<file path="src/include/img_cfg_addr.svh">
// configuration register map of the image buffer
// included inside img_buf_pkg after cfg_addr_t is declared
// registers are write only and cannot be read back
`ifndef IMG_CFG_ADDR_SVH
`define IMG_CFG_ADDR_SVH

// data bit 0 picks the bank and each write requests one transfer
localparam cfg_addr_t CFG_IMG_WR    = 4'd0;
localparam cfg_addr_t CFG_IMG_RD    = 4'd1;

// image lengths in memory words and in output groups
localparam cfg_addr_t CFG_WR_WORDS  = 4'd2;
localparam cfg_addr_t CFG_RD_GROUPS = 4'd3;

`endif

</file>
<file path="src/hw/img_buf_pkg.sv">
// shared widths, default parameters and register map of the image buffer
// the register addresses come from img_cfg_addr.svh on the include path
// defaults must keep DEPTH_NB/GROUP_NB a power of two
`default_nettype none

package img_buf_pkg;

    typedef logic [31:0] cfg_data_t;
    typedef logic [3:0]  cfg_addr_t;

    // two banks give the ping-pong between writer and reader
    localparam int BANK_NB = 2;

    typedef logic [$clog2(BANK_NB)-1:0] bank_t;

    localparam int DEF_STR_WIDTH  = 32;
    localparam int DEF_PIX_WIDTH  = 8;
    localparam int DEF_DEPTH_NB   = 8;
    localparam int DEF_GROUP_NB   = 4;
    localparam int DEF_MEM_AWIDTH = 6;

    // one cycle in the bank and one in the bank selector
    localparam int DEF_RD_LATENCY = 2;

    `include "img_cfg_addr.svh"

endpackage

`default_nettype wire

</file>
<file path="src/hw/image_bank.sv">
// one image memory, written a whole word at a time
// a read returns the group of GROUP_NB pixels named by the low address bits
// DEPTH_NB/GROUP_NB must be a power of two
`default_nettype none

module image_bank #(
    parameter int PIX_WIDTH  = img_buf_pkg::DEF_PIX_WIDTH,
    parameter int DEPTH_NB   = img_buf_pkg::DEF_DEPTH_NB,
    parameter int GROUP_NB   = img_buf_pkg::DEF_GROUP_NB,
    parameter int MEM_AWIDTH = img_buf_pkg::DEF_MEM_AWIDTH
) (
    input  wire                                            clk,
    input  wire                                            wr_val_i,
    input  wire  [MEM_AWIDTH-1:0]                          wr_addr_i,
    input  wire  [PIX_WIDTH*DEPTH_NB-1:0]                  wr_data_i,
    input  wire                                            rd_val_i,
    input  wire  [MEM_AWIDTH+$clog2(DEPTH_NB/GROUP_NB)-1:0] rd_addr_i,
    output logic [PIX_WIDTH*GROUP_NB-1:0]                  rd_data_o
);

    localparam int GRP_W  = PIX_WIDTH * GROUP_NB;
    localparam int GSEL_W = $clog2(DEPTH_NB / GROUP_NB);
    localparam int RD_AW  = MEM_AWIDTH + GSEL_W;

    logic [PIX_WIDTH*DEPTH_NB-1:0] mem [2**MEM_AWIDTH];
    logic [MEM_AWIDTH-1:0]         rd_word;
    logic [RD_AW-1:0]              rd_grp;

    // group 0 sits in the lowest pixels of a word
    assign rd_word = MEM_AWIDTH'(rd_addr_i >> GSEL_W);
    assign rd_grp  = rd_addr_i & RD_AW'((DEPTH_NB / GROUP_NB) - 1);

    always_ff @(posedge clk) begin
        if (wr_val_i) begin
            mem[wr_addr_i] <= wr_data_i;
        end
    end

    always_ff @(posedge clk) begin
        if (rd_val_i) begin
            rd_data_o <= mem[rd_word][rd_grp*GRP_W +: GRP_W];
        end
    end

endmodule

`default_nettype wire

</file>
<file path="config.mk">
export PLATFORM = sky130hd
export DESIGN_NAME = image_bank
export DESIGN_NICKNAME = d
export VERILOG_FILES = /design/src/hw/img_buf_pkg.sv /design/src/hw/image_bank.sv
export VERILOG_INCLUDE_DIRS = /design/src /design/src/include
export SDC_FILE = /design/constraint.sdc
export NUM_CORES = 2
export LEC_CHECK = 0
export ABC_AREA = 1
export CORE_MARGIN = 8
export CORE_UTILIZATION = 60
export CTS_CLUSTER_SIZE = 24
export DETAILED_ROUTE_END_ITERATION = 7
export DONT_BUFFER_PORTS = 1
export PLACE_DENSITY_LB_ADDON = 0.2
export SLEW_MARGIN = 0
export SYNTH_ARGS = -nofsm -noshare
export SYNTH_HDL_FRONTEND = slang
export SYNTH_SLANG_ARGS = --single-unit
</file>
<file path="constraint.sdc">
create_clock -name clk -period 21.8 [get_ports clk]
set_clock_uncertainty 0.05 [all_clocks]
set_input_delay 1.09 -clock clk [delete_from_list [all_inputs] [get_ports clk]]
set_output_delay 1.09 -clock clk [all_outputs]
set_load 0.05 [all_outputs]
</file>
# After elaboration in Yosys (flattened, before gate mapping)

Memory sizes are Yosys's and may differ from the RTL's.
Index checks and enable logic that the tools add are counted.

RAM bits: 4,096
Register bits: 32
Memories: 1

Memory list:

| memory | depth | bits a word | rd ports | clocked after memory_dff | write ports | line             | RTL |
|---|---|---|---|---|---|---|---|
| mem    | 64    | 64          | 1        | 0                        | 1           | image_bank.sv:25 | `logic [PIX_WIDTH*DEPTH_NB-1:0] mem [2**MEM_AWIDTH];` |

Shift-type cells: 1
Mux-type cells: 2

Operators by type and width:

| cell             | number |
|---|---|
| $shiftx 64x7->32 | 1 |
| $mux 1           | 2 |

# Longest topological paths before layout

Depth after elaboration: 2
Depth in mapped cells: 13
Depth with buffers taken out: 9

# Worst setup path after synthesis

OpenSTA, ideal clock, no wires.

Path kind: input port to flip-flop
From: input port wr_val_i
To: memory mem[48][0] (netlist bit) (enable)
Setup slack: 13.378 ns
Setup time: 0.646 ns
Arrival: 7.726 ns
Cell stages on the path: 3
Buffers on the path: 1
Path through: clkbuf_1 -> nand4_1 -> nor4_1

Cells in the longest elaborated chain, start to end: 2

RTL lines:

| what                         | line             | RTL |
|---|---|---|
| from (decl)                  | image_bank.sv:13 | `input wire wr_val_i,` |
| $mux 1                       | image_bank.sv:34 | `if (wr_val_i) begin` |
| $mux 1 (implied by the code) | image_bank.sv:35 | `mem[wr_addr_i] <= wr_data_i;` |
| to (decl)                    | image_bank.sv:25 |  |

Every way passes these cells.

# Worst setup path after layout

From: input port rd_addr_i[1]
To: register rd_data_o[21] (data pin)

Cells in the longest elaborated chain, start to end: 2

RTL lines:

| what                 | line             | RTL |
|---|---|---|
| from (decl)          | image_bank.sv:17 | `input wire [MEM_AWIDTH+$clog2(DEPTH_NB/GROUP_NB)-1:0] rd_addr_i,` |
| $mem_v2 64x64        | -                |  |
| $shiftx 64x7->32     | image_bank.sv:41 | `rd_data_o <= mem[rd_word][rd_grp*GRP_W +: GRP_W];` |
| to (signal assigned) | image_bank.sv:41 |  |
| to (decl)            | image_bank.sv:18 | `output logic [PIX_WIDTH*GROUP_NB-1:0] rd_data_o` |

Every way passes these cells.
A chain may end at the register's enable or synchronous reset.

==> flow_metrics.env <==
export IMPL_outcome="complete, but fails checks"
export IMPL_violations="DRC, slew limit"
export IMPL_dr_pass1_iters=8
export IMPL_setup_ws_ns=13.85
export IMPL_place_congestion=0.826
export IMPL_post_place_ws_ns=13.72
export IMPL_slew_headroom=-0.900
export IMPL_port_buffers=0
export IMPL_setup_tns_ns=0
export IMPL_seq_area_frac_synth=0.751
export IMPL_rsz0062_at_grt="false"
export IMPL_syn_cell_area_um2=165000
export IMPL_vias_per_cell=6.60
export IMPL_path_class="in -> reg"
export IMPL_cts_resized=0
export IMPL_path_max_fanout=304
export IMPL_grt_pass1_vias=106000
export IMPL_drt_wl_total_um=518000
export IMPL_grt_usage=0.345
export IMPL_finalCriticalPeriod_ns=7.95
export IMPL_tightestPinTransition_ns=2.85
export IMPL_grt_overflow=0
export IMPL_worstHoldPathType="in -> reg"
export IMPL_maxCapViolCount=0
export IMPL_area_delta_synth_final_pct=8.79
export IMPL_cts_sinks=4128
export IMPL_dieArea_um2=292000
export IMPL_tritoncts="built"
export IMPL_core_area_um2=274000
export IMPL_fmax_ghz=0.126
export IMPL_cp_start_kind="input port"
export IMPL_initialDrtViolationCount=18800
export IMPL_grt_pass1_wl_um=734000
export IMPL_vias=112000
export IMPL_clk_path_buf_depth=4
export IMPL_chipWidth_um=540
export IMPL_nFillCells=19300
export IMPL_clk_latency_ns=0.96
export IMPL_ys_ff_latch=4128
export IMPL_ff2ff_path_depth=8
export IMPL_p_per_area_nw_per_um2=90.8
export IMPL_synth_cells=13300
export IMPL_finalNetCount=13100
export IMPL_setup_viol=0
export IMPL_initial_utilization=0.603
export IMPL_antenna_found_initial=20
export IMPL_period_share=0.364
export IMPL_cts_buffers=407
export IMPL_layout_common_cells="nand2_1, edfxtp_1, nand3_1"
export IMPL_hold_buffers=0
export IMPL_hold_viol=0
export IMPL_ys_warn_count=0
export IMPL_p_leak_nw=61.9
export IMPL_postCtsSetupBuffers=0
export IMPL_rows=192
export IMPL_die_y_um=540
export IMPL_ir_worst_vdd_v=0.0000666
export IMPL_drt_wirelength_per_cell_um=30.6
export IMPL_io_pin_count=112
export IMPL_dpl_hpwl_um=236000
export IMPL_drc=8
export IMPL_ant_nets=0
export IMPL_synth_net_count=13400
export IMPL_cts_root_buf="clkbuf_16"
export IMPL_drive_above_1_share=0.0611
export IMPL_cp_end_kind="register"
export IMPL_worstPathArrival_ns=8.71
export IMPL_critPathRequiredTime_ns=22.56
export IMPL_slew_violations=1376
export IMPL_hold_depth=0
export IMPL_cts_max_level=5
export IMPL_synth_cell_type_count=15
export IMPL_syn_avg_cell_area_um2=12.4
export IMPL_grt_max_degree=1026
export IMPL_clk_pin_slew_ns=0.06
layer usage:
layer | track usage | part of all wire | wire length, um | vias up
met2 | 0.539 | 0.45 | 233000 | 8513
met5 | 0 | 0.00015 | 78 | -
met4 | 0.200 | 0.072 | 37100 | 12
met1 | 0.447 | 0.34 | 177000 | 54100
li1 | - | - | - | 47100
met3 | 0.0806 | 0.14 | 70400 | 1827
synth_stat cells:
| cell | number | area, um^2 |
|---|---|---|
| nor4_1 | 8 | 50.1 |
| inv_1 | 9 | 33.8 |
| nand2_1 | 4128 | 15500 |
| buf_1 | 76 | 285 |
| edfxtp_1 | 4128 | 124000 |
| buf_4 | 136 | 1020 |
| nor2_1 | 56 | 210 |
| inv_4 | 2 | 12.5 |
| nand3_1 | 4039 | 20200 |
| inv_2 | 2 | 7.51 |
| clkbuf_1 | 122 | 458 |
| buf_12 | 1 | 20.0 |
| nand4_1 | 9 | 56.3 |
| buf_2 | 517 | 2590 |
| buf_6 | 52 | 586 |
final cells by class:
type                            instances  area (um^2)  share of cell area
Tap cell                             3589         4490              0.0250
Clock inverter                        235         1990              0.0111
Inverter                               13          106            0.000593
Sequential cell                      4128       124000               0.691
Clock buffer                          508        10700              0.0594
Multi-Input combinational cell       8240        36500               0.203
Antenna cell                            6         15.0           0.0000836
Timing Repair Buffer                  192         1760             0.00983
worst paths after layout:
path | end | slack (ns) | startpoint
max | rd_data_o[21] | 13.85 | rd_addr_i[1]
min | mem[12][49] | 0.17 | wr_data_i[49]
max reg2reg | rd_data_o[8] | 19.41 | mem[63][40]
min reg2reg | rd_data_o[23] | 0.85 | mem[20][55]
through the flow:
stage / instance area [um^2] / utilization / cells / hold slack, ns / power (W)
after floorplan: 165000 / - / 13300 / 0.780 / 0.00955
after global placement: 167000 / 0.610 / 16200 / 0.848 / 0.00967
after detailed placement: 167000 / 0.610 / 16200 / 0.836 / 0.00969
after CTS: 179000 / 0.656 / 16900 / 0.116 / 0.0163
after global routing: 179000 / 0.656 / 16900 / 0.153 / 0.0167
final: 179000 / 0.656 / 16900 / 0.173 / 0.0163
state kept, by name, indices dropped and copies added (netlist names):
register / flops
mem: 4096
rd_data_o: 32
kinds of logic after synthesis:
family,Yosys count,share of synthesized area
buffers and inverters,917,0.0304
and+or+nand+nor,8240,0.218
DFF,4128,0.751
worst max-delay path, stage by stage:
cell and delay, ns:
buf_16 0.24, buf_16 0.28, buf_16 0.53, buf_16 0.47, inv_16 0.82, buf_12 0.61
buf_12 0.57, buf_4 0.89, buf_4 0.74, nand2_1 0.12, nand3_1 0.12, nand3_1 0.15
nand3_1 0.10, nand3_1 0.10, nand3_1 0.19, nand3_1 0.13, nand2_1 0.08
power breakdown:
group | internal [W] | switching [W] | leakage (nW)
logic | 0.000209 | 0.000500 | 18.6
registers | 0.00879 | 0.0000411 | 37.2
clock network | 0.00377 | 0.00299 | 6.18
No activity file was read; power rests on OpenSTA's default activity.
