File: config.mk
export PLATFORM = sky130hd
export DESIGN_NAME = bank_select
export DESIGN_NICKNAME = d
export VERILOG_FILES = /design/src/hw/img_buf_pkg.sv /design/src/hw/bank_select.sv
export VERILOG_INCLUDE_DIRS = /design/src /design/src/include
export SDC_FILE = /design/constraint.sdc
export NUM_CORES = 1
export LEC_CHECK = 0
export BUFFER_PORTS_ARGS = -buffer_cell sky130_fd_sc_hd__clkbuf_2
export CORE_MARGIN = 2
export CORE_UTILIZATION = 30
export DETAILED_ROUTE_END_ITERATION = 10
export PLACE_DENSITY = 0.74
export SLEW_MARGIN = 20
export SYNTH_ARGS = -nofsm -noshare
export SYNTH_HDL_FRONTEND = slang
export SYNTH_SLANG_ARGS = --single-unit
File: constraint.sdc
create_clock -name clk -period 1.3 [get_ports clk]
set_input_delay 0.065 -clock clk [delete_from_list [all_inputs] [get_ports clk]]
set_output_delay 0.065 -clock clk [all_outputs]
set_load 0.02 [all_outputs]
File: src/include/img_cfg_addr.svh
// configuration register map of the image buffer
// included inside img_buf_pkg after cfg_addr_t is declared
// registers are write only and cannot be read back
`ifndef IMG_CFG_ADDR_SVH
`define IMG_CFG_ADDR_SVH

// data bit 0 picks the bank and each write requests one transfer
localparam cfg_addr_t CFG_IMG_WR    = 4'd0;
localparam cfg_addr_t CFG_IMG_RD    = 4'd1;

// image lengths in memory words and in output groups
localparam cfg_addr_t CFG_WR_WORDS  = 4'd2;
localparam cfg_addr_t CFG_RD_GROUPS = 4'd3;

`endif

File: src/hw/img_buf_pkg.sv
// shared widths, default parameters and register map of the image buffer
// the register addresses come from img_cfg_addr.svh on the include path
// defaults must keep DEPTH_NB/GROUP_NB a power of two
`default_nettype none

package img_buf_pkg;

    typedef logic [31:0] cfg_data_t;
    typedef logic [3:0]  cfg_addr_t;

    // two banks give the ping-pong between writer and reader
    localparam int BANK_NB = 2;

    typedef logic [$clog2(BANK_NB)-1:0] bank_t;

    localparam int DEF_STR_WIDTH  = 32;
    localparam int DEF_PIX_WIDTH  = 8;
    localparam int DEF_DEPTH_NB   = 8;
    localparam int DEF_GROUP_NB   = 4;
    localparam int DEF_MEM_AWIDTH = 6;

    // one cycle in the bank and one in the bank selector
    localparam int DEF_RD_LATENCY = 2;

    `include "img_cfg_addr.svh"

endpackage

`default_nettype wire

File: src/hw/bank_select.sv
// holds the write and read bank choices and the start requests
// a new choice waits until its engine is idle, so a running transfer
// always finishes on the bank it started with
// read data of the active bank is registered, adding one cycle of latency
`default_nettype none

module bank_select #(
    parameter int PIX_WIDTH = img_buf_pkg::DEF_PIX_WIDTH,
    parameter int GROUP_NB  = img_buf_pkg::DEF_GROUP_NB
) (
    input  wire                                                  clk,
    input  wire                                                  rst,
    input  wire  img_buf_pkg::cfg_data_t                         cfg_data_i,
    input  wire  img_buf_pkg::cfg_addr_t                         cfg_addr_i,
    input  wire                                                  cfg_valid_i,
    output logic                                                 wr_start_o,
    input  wire                                                  wr_idle_i,
    output logic                                                 rd_start_o,
    input  wire                                                  rd_idle_i,
    input  wire                                                  wr_val_i,
    input  wire                                                  rd_val_i,
    output logic [img_buf_pkg::BANK_NB-1:0]                      bank_wr_val_o,
    output logic [img_buf_pkg::BANK_NB-1:0]                      bank_rd_val_o,
    input  wire  [img_buf_pkg::BANK_NB-1:0][PIX_WIDTH*GROUP_NB-1:0] bank_rd_data_i,
    output logic [PIX_WIDTH*GROUP_NB-1:0]                        rd_data_o
);

    import img_buf_pkg::*;

    // index 0 is the write direction and index 1 the read direction
    localparam cfg_addr_t SEL_ADDR [2] = '{CFG_IMG_WR, CFG_IMG_RD};

    logic  start_q [2];
    logic  idle    [2];
    bank_t pend_q  [2];
    bank_t act_q   [2];

    assign idle[0]    = wr_idle_i;
    assign idle[1]    = rd_idle_i;
    assign wr_start_o = start_q[0];
    assign rd_start_o = start_q[1];

    always_ff @(posedge clk) begin
        if (rst) begin
            for (int d = 0; d < 2; d++) begin
                start_q[d] <= 1'b0;
                pend_q[d]  <= '0;
                act_q[d]   <= '0;
            end
        end else begin
            for (int d = 0; d < 2; d++) begin
                // the engine takes the request and the bank in the same cycle
                if (start_q[d] && idle[d]) begin
                    act_q[d] <= pend_q[d];
                end
                if (cfg_valid_i && (cfg_addr_i == SEL_ADDR[d])) begin
                    start_q[d] <= 1'b1;
                    pend_q[d]  <= bank_t'(cfg_data_i);
                end else if (start_q[d] && idle[d]) begin
                    start_q[d] <= 1'b0;
                end
            end
        end
    end

    always_comb begin
        for (int b = 0; b < BANK_NB; b++) begin
            bank_wr_val_o[b] = wr_val_i && (act_q[0] == bank_t'(b));
            bank_rd_val_o[b] = rd_val_i && (act_q[1] == bank_t'(b));
        end
    end

    always_ff @(posedge clk) begin
        rd_data_o <= bank_rd_data_i[act_q[1]];
    end

    assert property (@(posedge clk) disable iff (rst) $onehot0(bank_wr_val_o));

endmodule

`default_nettype wire

== Word level (Yosys, flattened, before mapping) ==
Memory sizes are Yosys's and may differ from the RTL's.
Index checks and enable logic that the tools add are counted.
Storage, ports and cells
  register bits: 32
  latch bits: 0
  memory bits (writable): 6
  bits in read-only memories: 0
  bits of input ports: 107
  logic and storage cells: 55
  memories: 3
Memories
  act_q: words 2, width 1, rd ports 2, clocked after Yosys merged registers in 0, write ports 2, line bank_select.sv:36  | bank_t act_q [2];
  pend_q: words 2, width 1, rd ports 2, clocked after Yosys merged registers in 0, write ports 2, line bank_select.sv:35  | bank_t pend_q [2];
  start_q: words 2, width 1, rd ports 2, clocked after Yosys merged registers in 0, write ports 2, line bank_select.sv:33  | logic start_q [2];
Cells by class
  add/subtract/negate cells: 0
  multipliers: 0
  divide/modulo/power cells: 0
  magnitude comparators: 1
  equal/unequal tests: 1
  shift operators: 0
  mux-type cells: 30
  bitwise logic cells: 10
  reduce and logical (&&, ||, !) cells: 9
Operators by type and width (number)
  $mux W32: 2
  $mux W1: 28
  $logic_and A1 B1 Y1: 8
  $or A1 B1 Y1: 8
  $eq A4 B1 Y1 const B: 1
  $logic_not A4 Y1: 1
  $lt A1 B2 Y1 const B: 1
  $not A1 Y1: 2

== Depth between registers and ports, before layout ==
  word-level depth: 7
  mapped depth: 3
  depth with buffers taken out: 2

== Worst setup path before layout ==
No wires, ideal clock.
  path kind: register to register
  start: memory act_q[0][1] (netlist name)
  end: register rd_data_o[10]
  arrival time: 1.096 ns
  setup slack: 0.083 ns
  stages on the path, launching flop included: 4
  path buffers: 2
  path through: edfxtp_1 -> clkbuf_1 -> buf_2 -> mux2_2
RTL lines
  start: declaration: line bank_select.sv:36
  end signal: assignment: line bank_select.sv:74  | rd_data_o <= bank_rd_data_i[act_q[1]];
  end: declaration: line bank_select.sv:25  | output logic [PIX_WIDTH*GROUP_NB-1:0] rd_data_o

==> flow_summary.toml <==
[timing]
maxSlewViolCount = 0
final-hold-violation-count = 0
layout_min_cycle_time_ps = 1240
min_period_over_period_pct = 95.3
max_slew_margin_pct = 84.8
rsz0062_at_grt = "false"
worst_pin_slew_ps = 227
setup_viol = 0
fin_skew_ps = 3.43
fin_ws_ps = 61.0
tns_ps = 0
max_freq_ghz = 0.807

[clock_tree]
clk_latency_ps = 280
cts_sinks = 38
htree_levels = 2
cts.clk_slew.worst_paths_ps = 70
cts_tree = "built"
cts_buffers = 5
root_buffer = "clkbuf_8"
max-clock-path-buffers = 2

[final_layout]
area_delta_synth_final_pct = 87.7
diodes = 0
drive_gt1_share_pct = 64.2
finalNetCount = 360

[route]
avgRoutedWirePerCell_microns = 12.3
drt-initial-drc-count = 20
ant_nets = 0
dr.pass1.iters = 3
vias = 1311
vias_per_cell = 4.28
drc = 0
drt-total-wl_mm = 3.76

[power_and_ir_drop]
p_sw_mw = 0.660
peakVddDrop_mv = 0.502
finalPower_mw = 2.74
switching_share_pct = 24.1
p_per_area_nw_per_um2 = 1090
p_int_mw = 2.08
combPwrFrac_pct = 20.5
seqPwrFrac_pct = 47.7
clock_power_share_pct = 31.8
p_leak_nw = 1.23

[synth]
synth_top_cell_area_share_pct = 49.3
yosysSeqAreaShare_pct = 60.5
yosys-top-cells-area = "dfxtp_1 49%, mux2_2 27%, edfxtp_1 11%, nor3b_1 1.7%, o21bai_1 1.7%"
syn_inst = 94
synthDistinctLibCells = 15
synth.cell_area_sq_um = 1340
yosysWarnings = 0
synthesis.nets = 201
syn_area_per_cell_sq_um = 14.3
ys_ff_latch = 38
synth_area_leader_cell = "dfxtp_1"

[global_routing]
antenna_found_initial = 0
grt_pass1_vias = 1383
grt_max_degree = 21
grt_first_pass_wirelength_mm = 5.76
track_usage_pct = 14.9
grt_overflow = 0

[job]
drv_cap = 0

[floorplan]
die-area_sq_um = 5020
coreArea_sq_um = 4320
num_rows = 24
die_w_microns = 70.8
ios = 145
die_h_microns = 70.8
start_util_pct = 31.0

[setup_path]
path_buf_inv = 2
crit_type = "flip-flop to flip-flop"
cp_max_fo = 14
slowest_stage = "edfxtp_1"
crit_path_frequent_cell = "buf_4"
end_kind = "flip-flop"
critPathLaunchType = "flip-flop"
cp_top_family = "flip-flops"
worstPathCellList = "buf_4, buf_4, mux2_2"
critPathMaxStageDelay_ps = 420
required_ps = 1470
worstPathArrival_ps = 1410

[worst_hold_path]
min_path_type = "primary input to flip-flop"

[placed_design]
dp_hpwl_mm = 2.39
globalplace.congestion = 0.684
io_buffers = 113
pre_cts_slack_ps = -3.32

[outcome]
run_status = "complete, no violations"
final timing paths:
path	from	end	slack, ps	cells past startpoint
max	act_q[0][1]$_SDFFCE_PN0P_	rd_data_o[1]$_DFF_P_	60	3
min	bank_rd_data_i[13]	rd_data_o[13]$_DFF_P_	10	2
max reg2reg	act_q[0][1]$_SDFFCE_PN0P_	rd_data_o[1]$_DFF_P_	60	3
min reg2reg	start_q[1]$_SDFFE_PP0P_	start_q[1]$_SDFFE_PP0P_	500	2
cell families (layout without fill, tap and decap cells):
family                 after synthesis  after routing  synth area share [%]
DFF                                 38             38                  60.5
muxes                               32             32                  26.9
AOI/OAI and AO/OA                    8              8                  5.70
and+or+nand+nor                      8              8                  4.29
buffers and inverters                8            168                  2.61
metal layers:
| layer | GRT usage, % | up-vias | share of wire (%) |
|---|---|---|---|
| met2 | 28.7 | 78 | 53 |
| met4 | 5.87 | 0 | 2.1 |
| li1 | - | 648 | - |
| met1 | 13.5 | 575 | 34 |
| met5 | 0 | - | 0 |
| met3 | 6.55 | 10 | 11 |
per-stage QoR:
stage | instances | hold slack (ps) | cell area [sq um] | util [%]
detailed placement | 256 | 294 | 1980 | 45.7
global route | 306 | 1.73 | 2510 | 58.2
finish | 306 | 11.7 | 2510 | 58.2
CTS | 302 | 0.204 | 2460 | 56.9
floorplan | 94 | 210 | 1340 | -
global placement | 256 | 290 | 1980 | 45.7
repair_timing:
item / CTS / global route
hold endpoints to repair: 21 / 0
endpoints found under the setup margin: 0 / 2
setup buffers: 0 / 3
hold buffers: 38 / 0
resized for setup: 0 / 3
cell usage after synthesis:
cell,count
a22oi_1,1
mux2_2,32
edfxtp_1,5
a21o_1,2
a311oi_2,1
and2_1,2
buf_2,4
o21bai_1,3
nor2b_1,2
dfxtp_1,33
o32ai_2,1
clkbuf_1,2
nor3b_1,3
inv_1,2
or4b_1,1
power by group through the flow:
stage | Sequential [mW] | Clock [mW] | Combinational, mW
floorplan | 1.43 | 0 | 0.132
global placement | 1.33 | 0 | 0.445
detailed placement | 1.33 | 0 | 0.451
CTS | 1.30 | 0.925 | 0.544
global route | 1.31 | 0.975 | 0.602
finish | 1.30 | 0.871 | 0.562
state kept, by name (all words and copies together), names as in the netlist:
register,count
act_q,2
start_q,2
rd_data_o,32
pend_q,2
layout make-up:
| type | count | area, sq um |
|---|---|---|
| tap | 52 | 65.1 |
| clock buffer | 6 | 93.8 |
| inverter | 2 | 7.51 |
| sequential | 38 | 811 |
| timing repair buffer | 158 | 1030 |
| clock inverter | 2 | 10.0 |
| fill | 360 | 1810 |
| multi-input combinational | 48 | 497 |
layout by cell type (no fill, tap or decap):
master           n
a21o_1           2
a22oi_1          1
a311oi_2         1
and2_1           2
buf_12           1
buf_4            6
clkbuf_16        2
clkbuf_2       112
clkbuf_8         5
clkinv_2         2
dfxtp_1         33
dlygate4sd3_1   38
edfxtp_1         5
inv_1            2
mux2_2          32
nor2b_1          1
nor2b_2          1
nor3b_1          3
o21bai_1         3
o32ai_2          1
or4b_1           1
No activity file was read; power rests on OpenSTA's default activity.
