## src/include/img_cfg_addr.svh

```systemverilog
// configuration register map of the image buffer
// included inside img_buf_pkg after cfg_addr_t is declared
// registers are write only and cannot be read back
`ifndef IMG_CFG_ADDR_SVH
`define IMG_CFG_ADDR_SVH

// data bit 0 picks the bank and each write requests one transfer
localparam cfg_addr_t CFG_IMG_WR    = 4'd0;
localparam cfg_addr_t CFG_IMG_RD    = 4'd1;

// image lengths in memory words and in output groups
localparam cfg_addr_t CFG_WR_WORDS  = 4'd2;
localparam cfg_addr_t CFG_RD_GROUPS = 4'd3;

`endif

```

## src/hw/img_buf_pkg.sv

```systemverilog
// shared widths, default parameters and register map of the image buffer
// the register addresses come from img_cfg_addr.svh on the include path
// defaults must keep DEPTH_NB/GROUP_NB a power of two
`default_nettype none

package img_buf_pkg;

    typedef logic [31:0] cfg_data_t;
    typedef logic [3:0]  cfg_addr_t;

    // two banks give the ping-pong between writer and reader
    localparam int BANK_NB = 2;

    typedef logic [$clog2(BANK_NB)-1:0] bank_t;

    localparam int DEF_STR_WIDTH  = 32;
    localparam int DEF_PIX_WIDTH  = 8;
    localparam int DEF_DEPTH_NB   = 8;
    localparam int DEF_GROUP_NB   = 4;
    localparam int DEF_MEM_AWIDTH = 6;

    // one cycle in the bank and one in the bank selector
    localparam int DEF_RD_LATENCY = 2;

    `include "img_cfg_addr.svh"

endpackage

`default_nettype wire

```

## src/hw/image_reader.sv

```systemverilog
// streams one image back as CFG_RD_GROUPS groups and marks the last group
// read data is expected RD_LATENCY cycles after its address
// a 4-entry queue with read credits absorbs output back-pressure
// the group count must be nonzero
`default_nettype none

module image_reader #(
    parameter int PIX_WIDTH  = img_buf_pkg::DEF_PIX_WIDTH,
    parameter int DEPTH_NB   = img_buf_pkg::DEF_DEPTH_NB,
    parameter int GROUP_NB   = img_buf_pkg::DEF_GROUP_NB,
    parameter int MEM_AWIDTH = img_buf_pkg::DEF_MEM_AWIDTH,
    parameter int RD_LATENCY = img_buf_pkg::DEF_RD_LATENCY
) (
    input  wire                                            clk,
    input  wire                                            rst,
    input  wire  img_buf_pkg::cfg_data_t                   cfg_data_i,
    input  wire  img_buf_pkg::cfg_addr_t                   cfg_addr_i,
    input  wire                                            cfg_valid_i,
    input  wire                                            start_i,
    output logic                                           idle_o,
    output logic                                           rd_val_o,
    output logic [MEM_AWIDTH+$clog2(DEPTH_NB/GROUP_NB)-1:0] rd_addr_o,
    input  wire  [PIX_WIDTH*GROUP_NB-1:0]                  rd_data_i,
    output logic [PIX_WIDTH*GROUP_NB-1:0]                  img_data_o,
    output logic                                           img_last_o,
    output logic                                           img_val_o,
    input  wire                                            img_rdy_i
);

    import img_buf_pkg::*;

    localparam int GRP_W   = PIX_WIDTH * GROUP_NB;
    localparam int RD_AW   = MEM_AWIDTH + $clog2(DEPTH_NB / GROUP_NB);
    localparam int Q_DEPTH = 4;

    typedef enum logic [1:0] {RD_IDLE, RD_ISSUE, RD_DRAIN} rd_state_t;
    typedef logic [RD_AW:0] grp_cnt_t;

    rd_state_t             state_q;
    grp_cnt_t              groups_q;
    logic                  addr_last;
    logic [RD_LATENCY-1:0] vld_pipe_q;
    logic [RD_LATENCY-1:0] last_pipe_q;
    logic [GRP_W-1:0]      q_data [Q_DEPTH];
    logic [Q_DEPTH-1:0]    q_last;
    logic [1:0]            q_wr_ptr;
    logic [1:0]            q_rd_ptr;
    logic [2:0]            q_cnt;
    logic                  push;
    logic                  pop;

    always_ff @(posedge clk) begin
        if (rst) begin
            groups_q <= '0;
        end else if (cfg_valid_i && (cfg_addr_i == CFG_RD_GROUPS)) begin
            groups_q <= grp_cnt_t'(cfg_data_i);
        end
    end

    // every queued entry and every read in flight holds one credit
    assign rd_val_o  = (state_q == RD_ISSUE) && (q_cnt + $countones(vld_pipe_q) < Q_DEPTH);
    assign addr_last = (grp_cnt_t'(rd_addr_o) == groups_q - 1'b1);
    assign idle_o    = (state_q == RD_IDLE);

    always_ff @(posedge clk) begin
        if (rst) begin
            state_q   <= RD_IDLE;
            rd_addr_o <= '0;
        end else begin
            case (state_q)
                RD_IDLE: begin
                    if (start_i) begin
                        state_q   <= RD_ISSUE;
                        rd_addr_o <= '0;
                    end
                end
                RD_ISSUE: begin
                    if (rd_val_o) begin
                        rd_addr_o <= rd_addr_o + 1'b1;
                        if (addr_last) begin
                            state_q <= RD_DRAIN;
                        end
                    end
                end
                RD_DRAIN: begin
                    if (pop && img_last_o) begin
                        state_q <= RD_IDLE;
                    end
                end
                default: state_q <= RD_IDLE;
            endcase
        end
    end

    // valid and last travel beside the data through bank and selector
    always_ff @(posedge clk) begin
        if (rst) begin
            vld_pipe_q <= '0;
        end else begin
            vld_pipe_q <= RD_LATENCY'({vld_pipe_q, rd_val_o});
        end
    end

    always_ff @(posedge clk) begin
        last_pipe_q <= RD_LATENCY'({last_pipe_q, rd_val_o && addr_last});
    end

    assign push = vld_pipe_q[RD_LATENCY-1];
    assign pop  = img_val_o && img_rdy_i;

    always_ff @(posedge clk) begin
        if (push) begin
            q_data[q_wr_ptr] <= rd_data_i;
            q_last[q_wr_ptr] <= last_pipe_q[RD_LATENCY-1];
        end
    end

    always_ff @(posedge clk) begin
        if (rst) begin
            q_wr_ptr <= '0;
            q_rd_ptr <= '0;
            q_cnt    <= '0;
        end else begin
            if (push) begin
                q_wr_ptr <= q_wr_ptr + 1'b1;
            end
            if (pop) begin
                q_rd_ptr <= q_rd_ptr + 1'b1;
            end
            q_cnt <= q_cnt + {2'b00, push} - {2'b00, pop};
        end
    end

    // the head entry is untouched until it is popped, so the output holds
    assign img_val_o  = (q_cnt != '0);
    assign img_data_o = q_data[q_rd_ptr];
    assign img_last_o = img_val_o && q_last[q_rd_ptr];

    // the credit check on issue keeps arriving data from overrunning the queue
    assert property (@(posedge clk) disable iff (rst) push |-> (q_cnt < Q_DEPTH));

endmodule

`default_nettype wire

```

## config.mk

```make
export PLATFORM = sky130hd
export DESIGN_NAME = image_reader
export DESIGN_NICKNAME = d
export VERILOG_FILES = /design/src/hw/img_buf_pkg.sv /design/src/hw/image_reader.sv
export VERILOG_INCLUDE_DIRS = /design/src /design/src/include
export SDC_FILE = /design/constraint.sdc
export NUM_CORES = 1
export LEC_CHECK = 0
export ABC_AREA = 1
export BUFFER_PORTS_ARGS = -buffer_cell sky130_fd_sc_hd__buf_2
export CAP_MARGIN = 25
export CORE_MARGIN = 2
export CORE_UTILIZATION = 30
export CTS_CLUSTER_DIAMETER = 50
export DETAILED_ROUTE_END_ITERATION = 10
export PLACE_DENSITY_LB_ADDON = 0.15
export SYNTH_ARGS = -nofsm -noshare
export SYNTH_HDL_FRONTEND = slang
export SYNTH_SLANG_ARGS = --single-unit
```

## constraint.sdc

```tcl
create_clock -name clk -period 2.38 [get_ports clk]
set_input_delay 0.119 -clock clk [delete_from_list [all_inputs] [get_ports clk]]
set_output_delay 0.119 -clock clk [all_outputs]
set_load 0.05 [all_outputs]
```

---- After elaboration in Yosys (flattened, before gate mapping) ----
Memories as Yosys holds them, arrays and structs flattened. A register that Yosys moved wholly into a read port is not among the register bits.
Index checks and enable logic that the tools add are counted.
storage, ports and cells
  register bits ........................... 32
  memory bits (writable) .................. 128
  bits of input ports ..................... 73
  word-level logic and storage cells ...... 59
  memories kept ........................... 1
operators by class
  add/sub/neg operators ................... 8
  $lt $le $gt $ge ......................... 4
  eq/ne operators ......................... 8
  mux-type cells .......................... 17
  reductions and logical operators ........ 12
memories
  memory  depth  width  read ports  clocked after memory_dff  write ports  line                RTL
  q_data  4      32     1           1                         1            image_reader.sv:44  logic [GRP_W-1:0] q_data [Q_DEPTH];
operator list
  operator                                                    number
  2-to-1 mux 7 bit                                            2
  case mux 7 bit (2 select lines)                             1
  2-to-1 mux 2 bit                                            6
  == test 7 x 8 -> 1 bit                                      1
  inequality test 2 bit, second input constant                4
  subtractor 8 x 1 -> 8 bit, second input constant            1
  adder 7 x 1 -> 7 bit, second input constant                 1
  logical AND 1 bit                                           7
  less-than comparator 2 x 3 -> 1 bit, second input constant  2
  case mux 2 bit (3 select lines)                             1
  adder 2 x 1 -> 2 bit, second input constant                 2
  adder 3 x 2 -> 4 bit                                        1
  bitwise mux 4 bit                                           1
  == test 4 x 2 -> 1 bit, second input constant               1
  less-than comparator 4 x 3 -> 1 bit, second input constant  1
  2-to-1 mux 1 bit                                            4
  AND reduction 4 bit                                         1
  adder 3 x 1 -> 3 bit                                        1
  AND reduction 3 bit                                         1
  nonzero test 3 bit                                          1
  subtractor 3 x 1 -> 3 bit                                   1
  adder 1 x 1 -> 2 bit                                        1
  binary-select mux 1 bit (select 2 bit)                      1
  demux 1 bit (select 2 bit)                                  1
  5 further kinds                                             5

---- Depth between registers and ports, before layout ----
  depth after elaboration ................. 6
  gate-level depth with buffers ........... 12
  depth with buffers taken out ............ 12

---- Worst setup path after synthesis ----
No wires, ideal clock.
  path type ............................... flip-flop to flip-flop
  from .................................... register q_cnt[1]
  to ...................................... register q_cnt[2]
  setup time .............................. 0.128 ns
  data arrival time ....................... 1.780 ns
  data required time ...................... 2.252 ns
  path slack .............................. 0.472 ns
  stages on the path, launching flop included .. 9
  path buffers ............................ 0
  clock period less this slack ............ 1.908 ns
  cells stage by stage .................... dfxtp_1 > nor3_1 > nor2_1 > ha_1 > inv_1 > ha_1 > fa_1 > xor2_1 > nor2_1
between the ends
  longest elaborated chain between the ends .. 3
  elaborated cells between the ends (all ways) .. 4
  classes of those cells .................. add/sub (2); reduce/logical (2)
ends and longest elaborated chain
  item                       line                 RTL
  start: declaration         image_reader.sv:48   logic [2:0] q_cnt;
  start signal: assignment   image_reader.sv:130  q_cnt <= q_cnt + {2'b00, push} - {2'b00, pop};
  nonzero test 3 bit         image_reader.sv:135  assign img_val_o = (q_cnt != '0);
  logical AND 1 bit          image_reader.sv:109  assign pop = img_val_o && img_rdy_i;
  named net pop              image_reader.sv:50   logic pop;
  subtractor 3 x 1 -> 3 bit  image_reader.sv:130
The timed path passes the listed nets, and every way through them passes these cells.
A chain may end at the register's enable or synchronous reset.

==> reports/results.ini <==
[status]
status = finished clean

[critical_path]
crit_type = register to output pin
rr_startpoint = q_cnt[1]$_SDFF_PP0_
cp-endpoint = img_data_o[13]
cp_max_fo = 28
cp-start-kind = register
r2r_slack_ps = 300
arrival_ps = 2100
critPathRequiredTime_ps = 2260
reg2reg_to = q_cnt[2]$_SDFF_PP0_
r2r_cells = 8
endpoint_kind = output pin

[floorplan]
coreArea_mm2 = 0.0216
die_area_mm2 = 0.0231
initial_core_util_pct = 30.4
die_w_um = 152
boundaryPins = 116
rows = 54
die_y_um = 152

[cells_and_area]
final_common_cell = edfxtp_1
multi_input_area_mm2 = 0.00173
layout-drive-gt1-share_pct = 19.9
layout_common_cells = edfxtp_1, nor2_1, buf_2, o21ai_0, nand2_1
stdcell_area_mm2 = 0.00842
nNetsFinal = 798
area_delta_synth_final_pct = 28.2
seq_area_mm2 = 0.00457
fill_cells = 2116

[global_routing]
grt_overflow = 0
grt_pass1_wl_um = 23700
grt_usage_pct = 13.1
grt_max_degree = 29
grt_pass1_vias = 4611
antenna_found_initial = 1

[cts]
root_buffer = clkbuf_16
clk_latency_ps = 420
htreeDepth = 4
cts_sinks = 162
numCtsBuffers = 17
clock_path_buffers = 2
clk_pin_slew_ps = 60
post_cts_buffers = 0
cts_tree = built

[timing]
min_period_over_period_pct = 93.0
setup_violations = 0
worstMarginPinSlew_ps = 485
worst_slack_ps = 166
fmax_ghz = 0.452
hold_viol = 0
finalSetupTns_ps = 0
slew_headroom_pct = 67.6
rsz0062_at_grt = false
fin_skew_ps = 6.81
fin_crit_ps = 2210
timing.final.max_slew_violations = 0
hold_ws_ps = 71.6

[placed_design]
routabilityCongestion = 0.759
place_hpwl_um = 9490
io_buffers = 91
placed_area_mm2 = 0.00742
pre_cts_slack_ps = 285

[pwr]
p_leak_nw = 3.21
p_per_area_mw_per_mm2 = 969
p_switching_mw = 2.88
fin_total_pwr_mw = 8.15
p_int_mw = 5.27
seqPwrFrac_pct = 39.5
pwr-share-clk_pct = 32.6
pwr-share-comb_pct = 27.9
vdd_ir_drop_max_mv = 0.444
netSwitchingFraction_pct = 35.4

[drt]
drc = 0
vias_per_cell = 4.56
vias = 4594
antenna_left = 0
detail_route.wl_per_cell_um = 14.7
first_pass_iters = 4
drt-total-wl_um = 14800
drt_first_iter_violations = 214

[synthesis]
synthCells = 576
ys_ff_latch = 162
ys_types = 30
yosys-top-cells-area = edfxtp_1, dfxtp_1, o21ai_0
syn_nets = 660
yosys.area.top_type = edfxtp_1
synth_area_mm2 = 0.00656
synth_top_area_share_pct = 60.4
avgSynthCellArea_um2 = 11.4
yosysSeqAreaShare_pct = 69.5
ys_warn_count = 0

[hold_path]
hold_class = input pin to register

[flow_run]
drv_cap = 0

[power groups by stage]
stage                     sequential, mW  combinational, mW  clock [mW]
after floorplan                     3.26               1.65           0
after global placement              3.28               2.22           0
after detailed placement            3.29               2.25           0
after CTS                           3.22               2.31        2.73
after global routing                3.24               2.45        2.86
final                               3.22               2.28        2.65
[cells in the mapped netlist]
library cell / n
o21bai_1: 1
dfxtp_1: 30
xor2_1: 7
ha_1: 10
nand3b_1: 1
nand2_1: 61
nand3_1: 11
and2_1: 1
inv_1: 43
fa_1: 1
clkbuf_1: 17
o22ai_1: 33
or2_1: 1
buf_1: 2
a21oi_1: 20
clkbuf_2: 2
a21oi_2: 1
a21o_1: 1
buf_2: 4
nor2_1: 100
edfxtp_1: 132
nand2_2: 2
inv_2: 1
xnor2_1: 4
nand2_4: 2
nor3_1: 2
nand4_1: 2
o21ai_0: 82
clkinv_1: 1
nand3_2: 1
[cells by family (layout without fill, tap and decap cells)]
| group | Yosys count | after routing | synth area share (%) |
|---|---|---|---|
| simple gates | 184 | 184 | 11.4 |
| flops | 162 | 162 | 69.5 |
| compound gates | 138 | 138 | 11.3 |
| buf+inv | 70 | 221 | 4.12 |
| fa+ha+maj | 11 | 11 | 2.21 |
| xor+xnor | 11 | 11 | 1.47 |
| other cells | 0 | 1 | 0 |
[sequential cells by signal, indices dropped and copies added (netlist names), named ones only]
name and cells:
vld_pipe_q 2, q_wr_ptr 2, q_data 128, groups_q 8
rd_addr_o 7, last_pipe_q 2, state_q 2, q_cnt 3
q_last 4, q_rd_ptr 2
[worst min path at each step]
stage	end	startpoint	cells after the start	slack (ps)
finish	rd_addr_o[2]$_SDFFE_PP0P_	start_i	4	70
global route	rd_addr_o[2]$_SDFFE_PP0P_	start_i	4	90
CTS	rd_addr_o[2]$_SDFFE_PP0P_	start_i	4	50
detailed placement	last_pipe_q[1]$_DFF_P_	last_pipe_q[0]$_DFF_P_	0	320
global placement	last_pipe_q[1]$_DFF_P_	last_pipe_q[0]$_DFF_P_	0	320
floorplan	q_data[0][0]$_DFFE_PP_	rd_data_i[0]	0	220
[through the flow]
| step | util (%) | instances |
|---|---|---|
| finish | 38.9 | 1008 |
| global route | 38.9 | 1008 |
| CTS | 38.9 | 1007 |
| detailed placement | 34.3 | 934 |
| global placement | 34.3 | 934 |
| floorplan | - | 576 |
[final cells by class]
cell class / count / area share [%]
sequential: 162 / 54.3
multi-input combinational: 344 / 20.5
timing repair buffer: 144 / 12.1
clock buffer: 18 / 5.10
tap: 280 / 4.16
inverter: 45 / 2.01
clock inverter: 14 / 1.80
antenna: 1 / 0.0297
[critical path: stages (launching register included)]
cell     delay, ps
dfxtp_2        410
inv_2          400
buf_12         240
o21ai_0         90
o22ai_1        220
buf_2          320
[layer usage]
metal  part of all wire (%)  track usage (%)  wire length (µm)  up-vias
met2                     50             22.8              7420       92
met5                      0                0                 0        -
li1                       -                -                 -     2295
met4                   0.88             3.83               131        0
met3                    4.8             3.85               707        9
met1                     44             15.9              6560     2198
[what timing repair did]
action	4_1_cts	5_1_grt
endpoints found under the hold margin	142	0
gates resized for setup	0	0
hold buffers	41	0
Note: power is estimated with default switching activity, not from simulation.
