--- src/include/img_cfg_addr.svh ---
// configuration register map of the image buffer
// included inside img_buf_pkg after cfg_addr_t is declared
// registers are write only and cannot be read back
`ifndef IMG_CFG_ADDR_SVH
`define IMG_CFG_ADDR_SVH

// data bit 0 picks the bank and each write requests one transfer
localparam cfg_addr_t CFG_IMG_WR    = 4'd0;
localparam cfg_addr_t CFG_IMG_RD    = 4'd1;

// image lengths in memory words and in output groups
localparam cfg_addr_t CFG_WR_WORDS  = 4'd2;
localparam cfg_addr_t CFG_RD_GROUPS = 4'd3;

`endif

--- src/hw/img_buf_pkg.sv ---
// shared widths, default parameters and register map of the image buffer
// the register addresses come from img_cfg_addr.svh on the include path
// defaults must keep DEPTH_NB/GROUP_NB a power of two
`default_nettype none

package img_buf_pkg;

    typedef logic [31:0] cfg_data_t;
    typedef logic [3:0]  cfg_addr_t;

    // two banks give the ping-pong between writer and reader
    localparam int BANK_NB = 2;

    typedef logic [$clog2(BANK_NB)-1:0] bank_t;

    localparam int DEF_STR_WIDTH  = 32;
    localparam int DEF_PIX_WIDTH  = 8;
    localparam int DEF_DEPTH_NB   = 8;
    localparam int DEF_GROUP_NB   = 4;
    localparam int DEF_MEM_AWIDTH = 6;

    // one cycle in the bank and one in the bank selector
    localparam int DEF_RD_LATENCY = 2;

    `include "img_cfg_addr.svh"

endpackage

`default_nettype wire

--- src/hw/stream_gearbox.sv ---
// packs narrow stream beats into memory words of DEPTH_NB pixels
// the word width must be a whole multiple of STR_WIDTH
// the first beat of a word lands in the lowest bits
// up_rdy_o stays low during reset and for one cycle after it
`default_nettype none

module stream_gearbox #(
    parameter int STR_WIDTH = img_buf_pkg::DEF_STR_WIDTH,
    parameter int PIX_WIDTH = img_buf_pkg::DEF_PIX_WIDTH,
    parameter int DEPTH_NB  = img_buf_pkg::DEF_DEPTH_NB
) (
    input  wire                           clk,
    input  wire                           rst,
    input  wire  [STR_WIDTH-1:0]          up_data_i,
    input  wire                           up_val_i,
    output logic                          up_rdy_o,
    output logic [PIX_WIDTH*DEPTH_NB-1:0] dn_data_o,
    output logic                          dn_val_o,
    input  wire                           dn_rdy_i
);

    localparam int WORD_W = PIX_WIDTH * DEPTH_NB;
    localparam int RATIO  = WORD_W / STR_WIDTH;
    localparam int CNT_W  = (RATIO > 1) ? $clog2(RATIO) : 1;

    logic [CNT_W-1:0] beat_cnt_q;
    logic             rdy_en_q;
    logic             up_take;
    logic             beat_last;

    // a new beat may enter in the cycle the held word is handed over
    assign up_rdy_o  = rdy_en_q && (!dn_val_o || dn_rdy_i);
    assign up_take   = up_val_i && up_rdy_o;
    assign beat_last = up_take && (beat_cnt_q == CNT_W'(RATIO - 1));

    always_ff @(posedge clk) begin
        if (rst) begin
            rdy_en_q   <= 1'b0;
            beat_cnt_q <= '0;
            dn_val_o   <= 1'b0;
        end else begin
            rdy_en_q <= 1'b1;
            if (up_take) begin
                beat_cnt_q <= beat_last ? '0 : beat_cnt_q + 1'b1;
            end
            if (beat_last) begin
                dn_val_o <= 1'b1;
            end else if (dn_rdy_i) begin
                dn_val_o <= 1'b0;
            end
        end
    end

    // beats enter at the top and move down, so the first beat ends lowest
    always_ff @(posedge clk) begin
        if (up_take) begin
            dn_data_o <= (dn_data_o >> STR_WIDTH)
                       | (WORD_W'(up_data_i) << (WORD_W - STR_WIDTH));
        end
    end

    // a stalled word is neither withdrawn nor altered
    assert property (@(posedge clk) disable iff (rst)
        dn_val_o && !dn_rdy_i |=> dn_val_o && $stable(dn_data_o));

endmodule

`default_nettype wire

--- config.mk ---
export PLATFORM = sky130hd
export DESIGN_NAME = stream_gearbox
export DESIGN_NICKNAME = d
export VERILOG_FILES = /design/src/hw/img_buf_pkg.sv /design/src/hw/stream_gearbox.sv
export VERILOG_INCLUDE_DIRS = /design/src /design/src/include
export SDC_FILE = /design/constraint.sdc
export NUM_CORES = 1
export LEC_CHECK = 0
export BUFFER_PORTS_ARGS = -buffer_cell sky130_fd_sc_hd__buf_2
export CAP_MARGIN = 20
export CORE_ASPECT_RATIO = 1.1
export CORE_MARGIN = 2
export CORE_UTILIZATION = 44
export DETAILED_ROUTE_END_ITERATION = 16
export PLACE_DENSITY = 0.77
export SYNTH_ARGS = -nofsm -noshare
export SYNTH_HDL_FRONTEND = slang
export SYNTH_SLANG_ARGS = --single-unit
--- constraint.sdc ---
create_clock -name clk -period 1.86 [get_ports clk]
set_clock_uncertainty 0.05 [all_clocks]
set_input_delay 0.093 -clock clk [delete_from_list [all_inputs] [get_ports clk]]
set_output_delay 0.093 -clock clk [all_outputs]
set_load 0.03 [all_outputs]
; After elaboration in Yosys (flattened, before gate mapping)
; Cells that the tools add are included.
; Widths: inputs -> output; s select.
[op_classes]
mux = 4
n_addsub = 1
n_bitwise = 1
n_reduce_logical = 6
[op_table]
columns = operator, count
row1 = $or 32x64->64, 1
row2 = $mux 1, 4
row3 = $logic_and 1x1->1, 3
row4 = $reduce_bool 2->1, 1
row5 = $add 1x1->1 const B, 1
row6 = $logic_not 1->1, 1
row7 = $logic_or 1x1->1, 1
[word_totals]
in_bits = 36
reg_bits = 67

; Logic depth before layout (Yosys ltp)
; Gate-level depths: netlist of run 1.
[depth]
depth_word = 6
ltp_mapped = 3
mapped_depth_nobuf = 3

; Worst setup path before layout of run 1
; OpenSTA, ideal clock, no wires.
[synth_timing]
path_type = reg-to-reg
startpoint = reg dn_val_o
endpoint = reg beat_cnt_q
synth_period_minus_slack_ns = 1.660
arrival_time_ns = 1.489
setup_ns = 0.121
path_slack_ns = 0.200
stages_incl_launch_ff = 4
path_buffers = 0
cell_sequence = dfxtp_1 > nand2b_4 > and3_4 > mux2_4
[synth_between]
elab_chain_len = 6
[synth_rtl]
columns = element, line_no
row1 = from (decl), stream_gearbox.sv:18  ; output logic dn_val_o,
row2 = from (signal assigned), stream_gearbox.sv:40  ; dn_val_o <= 1'b0;
row3 = from (signal assigned), stream_gearbox.sv:47  ; dn_val_o <= 1'b1;
row4 = from (signal assigned), stream_gearbox.sv:49  ; dn_val_o <= 1'b0;
row5 = $logic_not 1->1 *, stream_gearbox.sv:32  ; assign up_rdy_o = rdy_en_q && (!dn_val_o || dn_rdy_i);
row6 = $logic_or 1x1->1 *, stream_gearbox.sv:32
row7 = $logic_and 1x1->1 *, stream_gearbox.sv:32
row8 = $logic_and 1x1->1 *, stream_gearbox.sv:33  ; assign up_take = up_val_i && up_rdy_o;
row9 = via up_take, stream_gearbox.sv:28  ; logic up_take;
row10 = $logic_and 1x1->1, stream_gearbox.sv:34  ; assign beat_last = up_take && (beat_cnt_q == CNT_W'(RATIO - 1));
row11 = $mux 1, stream_gearbox.sv:44  ; beat_cnt_q <= beat_last ? '0 : beat_cnt_q + 1'b1;
row12 = to (signal assigned), stream_gearbox.sv:44
row13 = to (decl), stream_gearbox.sv:26  ; logic [CNT_W-1:0] beat_cnt_q;
; The timed path passes the listed nets; every way through them passes the cells marked *.
; A chain may end at the register's enable or synchronous reset.

; Worst setup path after layout of run 1
[layout_timing]
startpoint = in up_val_i
endpoint = reg dn_val_o
[layout_between]
elab_chain_len = 3
word_cells_on_any_way = 4
classes_between = mux (1) / reduce/logical (3)
[layout_rtl]
columns = element, line_no
row1 = from (decl), stream_gearbox.sv:15  ; input wire up_val_i,
row2 = $logic_and 1x1->1 *, stream_gearbox.sv:33
row3 = $logic_and 1x1->1 *, stream_gearbox.sv:34
row4 = $mux 1 or $reduce_bool 2->1 (tied branches), n/a
; Every way passes the cells marked *; elsewhere a longest branch is shown, timed or not.

==> results of run 1 <==
-- critical path, delay by kind of cell --
kind	cells	cell delay, ps
compound gates	1	180
simple gates	1	80
buf+inv	3	1220
-- final timing paths --
kind / startpoint / to / slack, ps / cells past startpoint
worst min register to register: dn_data_o[59] / dn_data_o[27] / 390 / 0
worst min-delay path: dn_data_o[59] / dn_data_o[27] / 390 / 0
worst max-delay path: up_val_i / dn_val_o / 500 / 5
worst max register to register: dn_val_o / dn_data_o[25] / 520 / 3
-- final cells by class --
class | count | area share [%]
clock buffers | 11 | 4.16
inverters | 1 | 0.119
multi-input cells | 8 | 2.14
flip-flops and latches | 67 | 62.8
clock inverters | 4 | 0.595
well taps | 56 | 2.22
repair buffers | 138 | 28.0
-- cells in the mapped netlist --
cell and count:
and3_4 1, nor2_1 1, a21oi_1 1, nor2b_1 1
and2_2 1, nand2b_4 1, nand3_1 1, mux2_4 1
edfxtp_1 64, dfxtp_1 3, inv_1 1
-- metrics by stage --
| step | instances | setup slack, ps | utilization (%) | area [sq um] |
|---|---|---|---|---|
| CTS | 285 | 524 | 69.3 | 3160 |
| finish | 285 | 499 | 69.3 | 3160 |
| detailed placement | 235 | 528 | 58.3 | 2660 |
| floorplan | 76 | 200 | - | 2050 |
| global route | 285 | 456 | 69.3 | 3160 |
| global placement | 235 | 556 | 58.3 | 2660 |
-- registers in the layout, summed over array words and instances (netlist names) --
signal	flops
beat_cnt_q	1
rdy_en_q	1
dn_val_o	1
dn_data_o	64
-- power breakdown --
part | internal (W) | switching, W
sequential | 0.00172 | 0.0000225
clock | 0.000465 | 0.000497
combinational | 0.000122 | 0.000186
-- logic make-up (layout without fill, tap and decap cells) --
| kind of cell | after synthesis | in the layout |
|---|---|---|
| compound gates | 1 | 1 |
| buf+inv | 1 | 154 |
| flops | 67 | 67 |
| mux | 1 | 1 |
| simple gates | 6 | 6 |
-- what timing repair did --
action                                  CTS  global route
endpoints found under the hold margin    34             0
hold buffers                             35             0
endpoints found under the setup margin    0             0
-- per-layer routing --
metal	GRT usage (%)	wire length, um
met3	6.88	357
met5	0	0
met1	16.1	1420
met2	31.7	2450
met4	9.80	101
==> impl_metrics.yaml, run 1 <==
status:
  status: "finished clean"
logic_synthesis:
  syn-num-nets: 112
  post_synth_xor_area_fraction_pct: 0
  ys_seq_area_share_pct: 96.5
  synth_top_family_by_area: "simple AND/OR/NAND/NOR gates"
  ys_types: 11
  synth_area_sq_mm: 0.00205
  yosys.area_share.simple_pct: 2.32
  ys_ff_latch: 67
  synth_compound_area_share_pct: 0.244
  syn_inst: 76
  muxShareOfSynthArea_pct: 0.731
  yosysTopAreaCell: "edfxtp_1"
  synth_warnings: 0
  avgSynthCellArea_sq_um: 27.0
  synth_top_area_share_pct: 93.6
  ys_top_cells_by_area: "edfxtp_1 94%, dfxtp_1 2.9%, mux2_4 0.73%"
  synth_adder_area_share_pct: 0
clocking:
  cts.clk_slew.worst_paths_ps: 70
  post_cts_buffers: 0
  numCtsBuffers: 9
  cts_resized: 0
  htree_levels: 3
  clk_path_buf_depth: 2
  cts.sinks: 67
  cts-root-buf: "clkbuf_8"
  cts_tree: "built"
  insertion_delay_ps: 330
die:
  io_pins: 102
  start_util_pct: 45.1
  die_y_um: 75.6
  rows: 26
  fp.dieW_um: 69.1
  design.die.area_sq_mm: 0.00523
  core-area_sq_mm: 0.00455
cells_and_area:
  drive_above_1_share_pct: 52.0
  multiInputGateArea_sq_um: 67.6
  seq_area_sq_mm: 0.00198
  mostFrequentLayoutCells: "101 x buf_2, 64 x edfxtp_1, 35 x dlygate4sd3_1, 9 x clkbuf_8"
  layout_commonest_cell: "buf_2"
  fill_cells: 330
  diodes: 0
  syn2layout_area_growth_pct: 53.7
  nets: 261
placed_design:
  portBuffers: 101
  gp_congestion: 0.711
power_and_ir_drop:
  peakVddDrop_uv: 599
  total_power_w: 0.00302
  total_leakage_power_nw: 1.30
  p_per_area_mw_per_mm2: 956
setup_path:
  crit_path_frequent_cell: "dlygate4sd3_1"
  start_kind: "primary input"
  cp_cell_sequence: "dlygate4sd3_1, buf_2, nand3_1, a21oi_1, dlygate4sd3_1"
  cp_slowest_cell: "dlygate4sd3_1"
  worst-endpoint-arrival_ps: 1580
  critical_path.max_stage_delay_ps: 570
  cp-end-kind: "register"
  worstSetupPathType: "primary input to register"
  required_ps: 2080
  path_max_fanout: 2
detailed_routing:
  vias: 1259
  drt_iter0_drc: 96
  first_pass_iters: 4
  vias_per_cell: 4.42
  route.detailed.drc: 0
  wire_per_inst_um: 15.2
  drtAntennaViolNets: 0
  wl_mm: 4.33
grt:
  antenna_found_initial: 0
  grt_max_degree: 38
  grt_overflow_total: 0
  grt_pass1_vias: 1294
  grt_pass1_wl_mm: 6.33
  grt_usage_pct: 17.0
timing:
  tightestPinTransition_ps: 349
  rsz0062_at_grt: "false"
  period_share_pct: 73.2
  slew_violations: 0
  slew_headroom_pct: 76.7
  whs_ps: 390
  min_period_ps: 1360
  timing.setup.tns_ps: 0
  finalHoldViolations: 0
  fmax_mhz: 735
  setup_viol: 0
flow_run:
  maxCapViolations: 0
min_path:
  hp-class: "register to register"
(Power assumes the default switching activity.)
==> run 2: changes to the inputs <==
==> constraint.sdc (replaced) <==
create_clock -name clk -period 1.3 [get_ports clk]
set_clock_uncertainty 0.05 [all_clocks]
set_input_delay 0.065 -clock clk [delete_from_list [all_inputs] [get_ports clk]]
set_output_delay 0.065 -clock clk [all_outputs]
set_load 0.03 [all_outputs]
==> run 2 against run 1 <==
Via count rose by 3.2%. Routed wire length decreased by 1.8%. Non-clock buffer count rose by 1. Utilization is 1.0 points higher. Critical endpoint is now dn_data_o[58]. Largest power group unchanged.
==> impl_metrics.yaml, run 2 (same netlist as run 1, synthesis figures left out) <==
timing:
  period_share_pct: 94.5
  min_period_ps: 1230
  finalHoldViolations: 0
  slew_headroom_pct: 88.5
  rsz0062_at_grt: "false"
  tightestPinTransition_ps: 174
  setup_viol: 0
  timing.setup.tns_ps: 0
  fmax_mhz: 814
  slew_violations: 0
  worst_slack_ps: 72.1
grt:
  grt_usage_pct: 16.9
  grt_overflow_total: 0
  antenna_found_initial: 0
  grt_pass1_vias: 1305
  grt_pass1_wl_mm: 6.28
  grt_max_degree: 20
min_path:
  hp-class: "primary input to register"
clocking:
  numCtsBuffers: 9
  clk_path_buf_depth: 2
  insertion_delay_ps: 330
  post_cts_buffers: 0
  cts-root-buf: "clkbuf_8"
  cts_tree: "built"
  cts.clk_slew.worst_paths_ps: 70
  cts.sinks: 67
  htree_levels: 3
setup_path:
  cp-end-kind: "register"
  required_ps: 1290
  critical_path.max_stage_delay_ps: 350
  start_kind: "register"
  path_max_fanout: 10
  worst-endpoint-arrival_ps: 1220
  cp_cell_sequence: "nand2b_4, and3_4, buf_4"
  worstSetupPathType: "register to register"
  cp_slowest_cell: "dfxtp_4"
die:
  die_y_um: 75.6
  design.die.area_sq_mm: 0.00523
  start_util_pct: 45.1
  rows: 26
  io_pins: 102
  fp.dieW_um: 69.1
  core-area_sq_mm: 0.00455
power_and_ir_drop:
  pwr-share-seq_pct: 57.4
  p_per_area_mw_per_mm2: 1360
  clkPwrFrac_pct: 32.2
  power.switching_w: 0.00102
  p_int_w: 0.00333
  combPwrFrac_pct: 10.5
  total_leakage_power_nw: 1.31
  peakVddDrop_uv: 1010
  p_sw_share_pct: 23.4
detailed_routing:
  wire_per_inst_um: 14.8
  drt_iter0_drc: 41
  vias: 1299
  first_pass_iters: 4
  wl_mm: 4.25
  vias_per_cell: 4.53
  route.detailed.drc: 0
  drtAntennaViolNets: 0
placed_design:
  place_ws_ps: 92.5
  dpl.hpwl_mm: 2.47
  portBuffers: 101
  gp_congestion: 0.717
flow_run:
  maxCapViolations: 0
cells_and_area:
  largest_reg_flops: 64
  final_util_pct: 70.3
  mostFrequentLayoutCells: "101 x buf_2, 64 x edfxtp_1, 34 x dlygate4sd3_1, 9 x clkbuf_8"
  top_register: "dn_data_o"
  layout_commonest_cell: "buf_2"
  nets: 262
  multiInputGateArea_sq_um: 67.6
  seq_area_sq_mm: 0.00199
  diodes: 0
  fill_cells: 302
  drive_above_1_share_pct: 54.1
  syn2layout_area_growth_pct: 56.0
status:
  status: "finished clean"
[run 2: cell type report]
type	instances	area share [%]
Sequential cell	67	62.0
Clock buffer	11	4.10
Inverter	1	0.117
Timing Repair Buffer	139	28.5
Tap cell	56	2.19
Multi-Input combinational cell	8	2.11
Clock inverter	5	0.938
[run 2: worst paths after layout]
kind	startpoint	to	slack, ps	cells past startpoint
worst max register to register	dn_val_o	dn_data_o[58]	70	3
worst min register to register	dn_data_o[52]	dn_data_o[20]	390	0
worst min-delay path	up_val_i	beat_cnt_q	250	3
worst max-delay path	dn_val_o	dn_data_o[58]	70	3
[run 2: what timing repair did]
action                                 in CTS  in global routing
hold buffers                               34                  0
endpoints found under the hold margin      34                  0
setup endpoints to repair                   0                  1
gates resized for setup                     0                  1
[run 2: power groups by stage]
stage | clock, W | combinational (W) | sequential, W
floorplan | 0 | 0.0000466 | 0.00271
global placement | 0 | 0.000367 | 0.00254
detailed placement | 0 | 0.000372 | 0.00254
CTS | 0.00142 | 0.000451 | 0.00249
global route | 0.00152 | 0.000482 | 0.00250
finish | 0.00140 | 0.000456 | 0.00250
[run 2: worst max-delay path: cells and delay by family, from the launching register on]
family / cells / cell delay (ps)
buffers and inverters: 1 / 210
flip-flops: 1 / 350
AND/OR/NAND/NOR: 2 / 340
[run 2: metrics by stage]
stage / hold slack (ps) / area (sq um) / cells / power (W)
3_5_place_dp: 193 / 2700 / 237 / 0.00291
5_1_grt: 245 / 3200 / 287 / 0.00451
2_1_floorplan: 71.5 / 2060 / 76 / 0.00275
3_3_place_gp: 192 / 2700 / 237 / 0.00290
4_1_cts: 229 / 3200 / 287 / 0.00437
6_report: 251 / 3200 / 287 / 0.00435
[run 2: per-layer routing]
metal	wire (um)	track usage (%)	part of all wire [%]
met2	2210	28.5	52
met3	407	7.80	9.6
met5	0	0	0
met1	1510	17.5	36
met4	121	10.5	2.8
==> run 3: changes to the inputs <==
==> constraint.sdc (replaced) <==
create_clock -name clk -period 1.3 [get_ports clk]
set_clock_uncertainty 0.05 [all_clocks]
set_input_delay 0.065 -clock clk [delete_from_list [all_inputs] [get_ports clk]]
set_output_delay 0.065 -clock clk [all_outputs]
set_load 0.02 [all_outputs]
==> run 3 against run 2 <==
The flow now finishes with violations (negative hold slack). Final cell count decreased by 0.35%. Maximum frequency down 0.30%. Power rose by 2.7%. Die area unchanged. Utilization grew 0.41 points. First-iteration DRC count is 27% higher. Clock-buffer cell count unchanged. Routed wire length shrank 4.9%. Critical endpoint is now dn_data_o[27]. Largest cell class unchanged. Highest routed layer unchanged.
==> impl_metrics.yaml, run 3 (same netlist as run 1, synthesis figures left out) <==
setup_path:
  cp_slowest_cell: "dfxtp_4"
  path_delay_family: "flip-flops"
  worst-endpoint-arrival_ps: 1210
  cp-end-kind: "register"
  critical_path.max_stage_delay_ps: 350
  cp_cell_sequence: "nand2b_4, and3_4, buf_12"
  required_ps: 1280
  cp_num_buf_inv: 1
  worstSetupPathType: "register to register"
  start_kind: "register"
  path_max_fanout: 27
cells_and_area:
  drive_above_1_share_pct: 53.5
  syn2layout_area_growth_pct: 56.9
  largest_reg_flops: 64
  top_register: "dn_data_o"
  mostFrequentLayoutCells: "101 x buf_2, 64 x edfxtp_1, 34 x dlygate4sd3_1, 9 x clkbuf_8, 3 x buf_12"
  nets: 261
  layout_commonest_cell: "buf_2"
  diodes: 0
  fin_area_sq_mm: 0.00322
die:
  design.die.area_sq_mm: 0.00523
  die_y_um: 75.6
  fp.dieW_um: 69.1
  start_util_pct: 45.1
  rows: 26
  io_pins: 102
  core-area_sq_mm: 0.00455
detailed_routing:
  wire_per_inst_um: 14.1
  drt_iter0_drc: 52
  vias_per_cell: 4.44
  vias: 1269
  route.detailed.drc: 0
  drtAntennaViolNets: 0
  first_pass_iters: 4
  wl_mm: 4.04
timing:
  setup_viol: 0
  whs_ps: -24.5
  min_period_ps: 1230
  period_share_pct: 94.7
  fmax_mhz: 812
  finalHoldViolations: 1
  tightestPinTransition_ps: 144
  timing.setup.tns_ps: 0
  slew_violations: 0
  slew_headroom_pct: 90.4
  rsz0062_at_grt: "false"
clocking:
  post_cts_buffers: 0
  cts.clk_slew.worst_paths_ps: 60
  htree_levels: 3
  numCtsBuffers: 9
  insertion_delay_ps: 330
  cts-root-buf: "clkbuf_8"
  clk_path_buf_depth: 2
  cts.sinks: 67
  cts_tree: "built"
  cts_hold_buf: 35
placed_design:
  portBuffers: 101
  place_area_sq_mm: 0.00269
  gp_congestion: 0.728
  dpl.hpwl_mm: 2.51
power_and_ir_drop:
  total_leakage_power_nw: 1.31
  p_per_area_mw_per_mm2: 1390
  peakVddDrop_uv: 1160
grt:
  antenna_found_initial: 0
  grt_max_degree: 28
  grt_pass1_vias: 1318
  grt_overflow_total: 0
  grt_pass1_wl_mm: 6.06
  grt_usage_pct: 16.2
min_path:
  hp-class: "primary input to register"
status:
  violations: "negative hold slack"
  status: "finished, violations left"
flow_run:
  maxCapViolations: 0
run 3: changes by cell type in the layout (fill, tap and decap cells not counted):
cell	change
a21oi_2	+1
bufinv_16	+1
dfxtp_2	-1
buf_4	-1
dfxtp_1	+1
clkinv_1	+1
clkinv_2	-2
a21oi_1	-1
run 3: routing by layer:
metal,track usage [%],share of wire [%],vias to the layer above
li1,-,-,604
met1,16.1,37,584
met2,27.5,51,70
met3,8.73,10,11
met4,9.59,2.6,0
met5,0,0,-
run 3: worst paths after layout:
kind | from | to | slack, ps | cells past startpoint
setup / recovery | dn_val_o | dn_data_o[27] | 70 | 3
hold / removal | dn_rdy_i | dn_val_o | -20 | 3
setup reg to reg | dn_val_o | dn_data_o[27] | 70 | 3
hold reg to reg | dn_data_o[60] | dn_data_o[28] | 390 | 0
run 3: report_power, final:
| part | switching (W) | leakage, nW | internal (W) |
|---|---|---|---|
| registers | 0.0000307 | 0.626 | 0.00246 |
| clock network | 0.000704 | 0.0870 | 0.000876 |
| logic | 0.000207 | 0.600 | 0.000185 |
run 3: final cells by class:
| type | instances | area, sq um |
|---|---|---|
| sequential | 67 | 1990 |
| fill | 300 | 1330 |
| timing repair buffer | 138 | 906 |
| clock buffer | 11 | 131 |
| multi-input combinational | 8 | 71.3 |
| tap | 56 | 70.1 |
| clock inverter | 5 | 53.8 |
| inverter | 1 | 3.75 |
run 3: worst register-to-register path: cells and delay by family, from the launching register on:
family,cells,cell delay (ps)
flip-flops,1,350
AND/OR/NAND/NOR,2,320
buffers and inverters,1,200
run 3: through the flow:
step | worst slack (ps) | cells | total power, W | util [%] | hold slack (ps)
2_1_floorplan | -244 | 76 | 0.00269 | - | 71.5
3_3_place_gp | 112 | 236 | 0.00284 | 59.1 | 192
3_5_place_dp | 91.4 | 236 | 0.00285 | 59.1 | 193
4_1_cts | 69.1 | 287 | 0.00452 | 70.9 | 299
5_1_grt | 41.1 | 286 | 0.00463 | 70.7 | -21.5
6_report | 68.4 | 286 | 0.00447 | 70.7 | -24.5
run 3: timing repair:
item	4_1_cts	5_1_grt
setup endpoints to repair	0	1
gates resized for setup	0	1
hold endpoints to repair	34	1
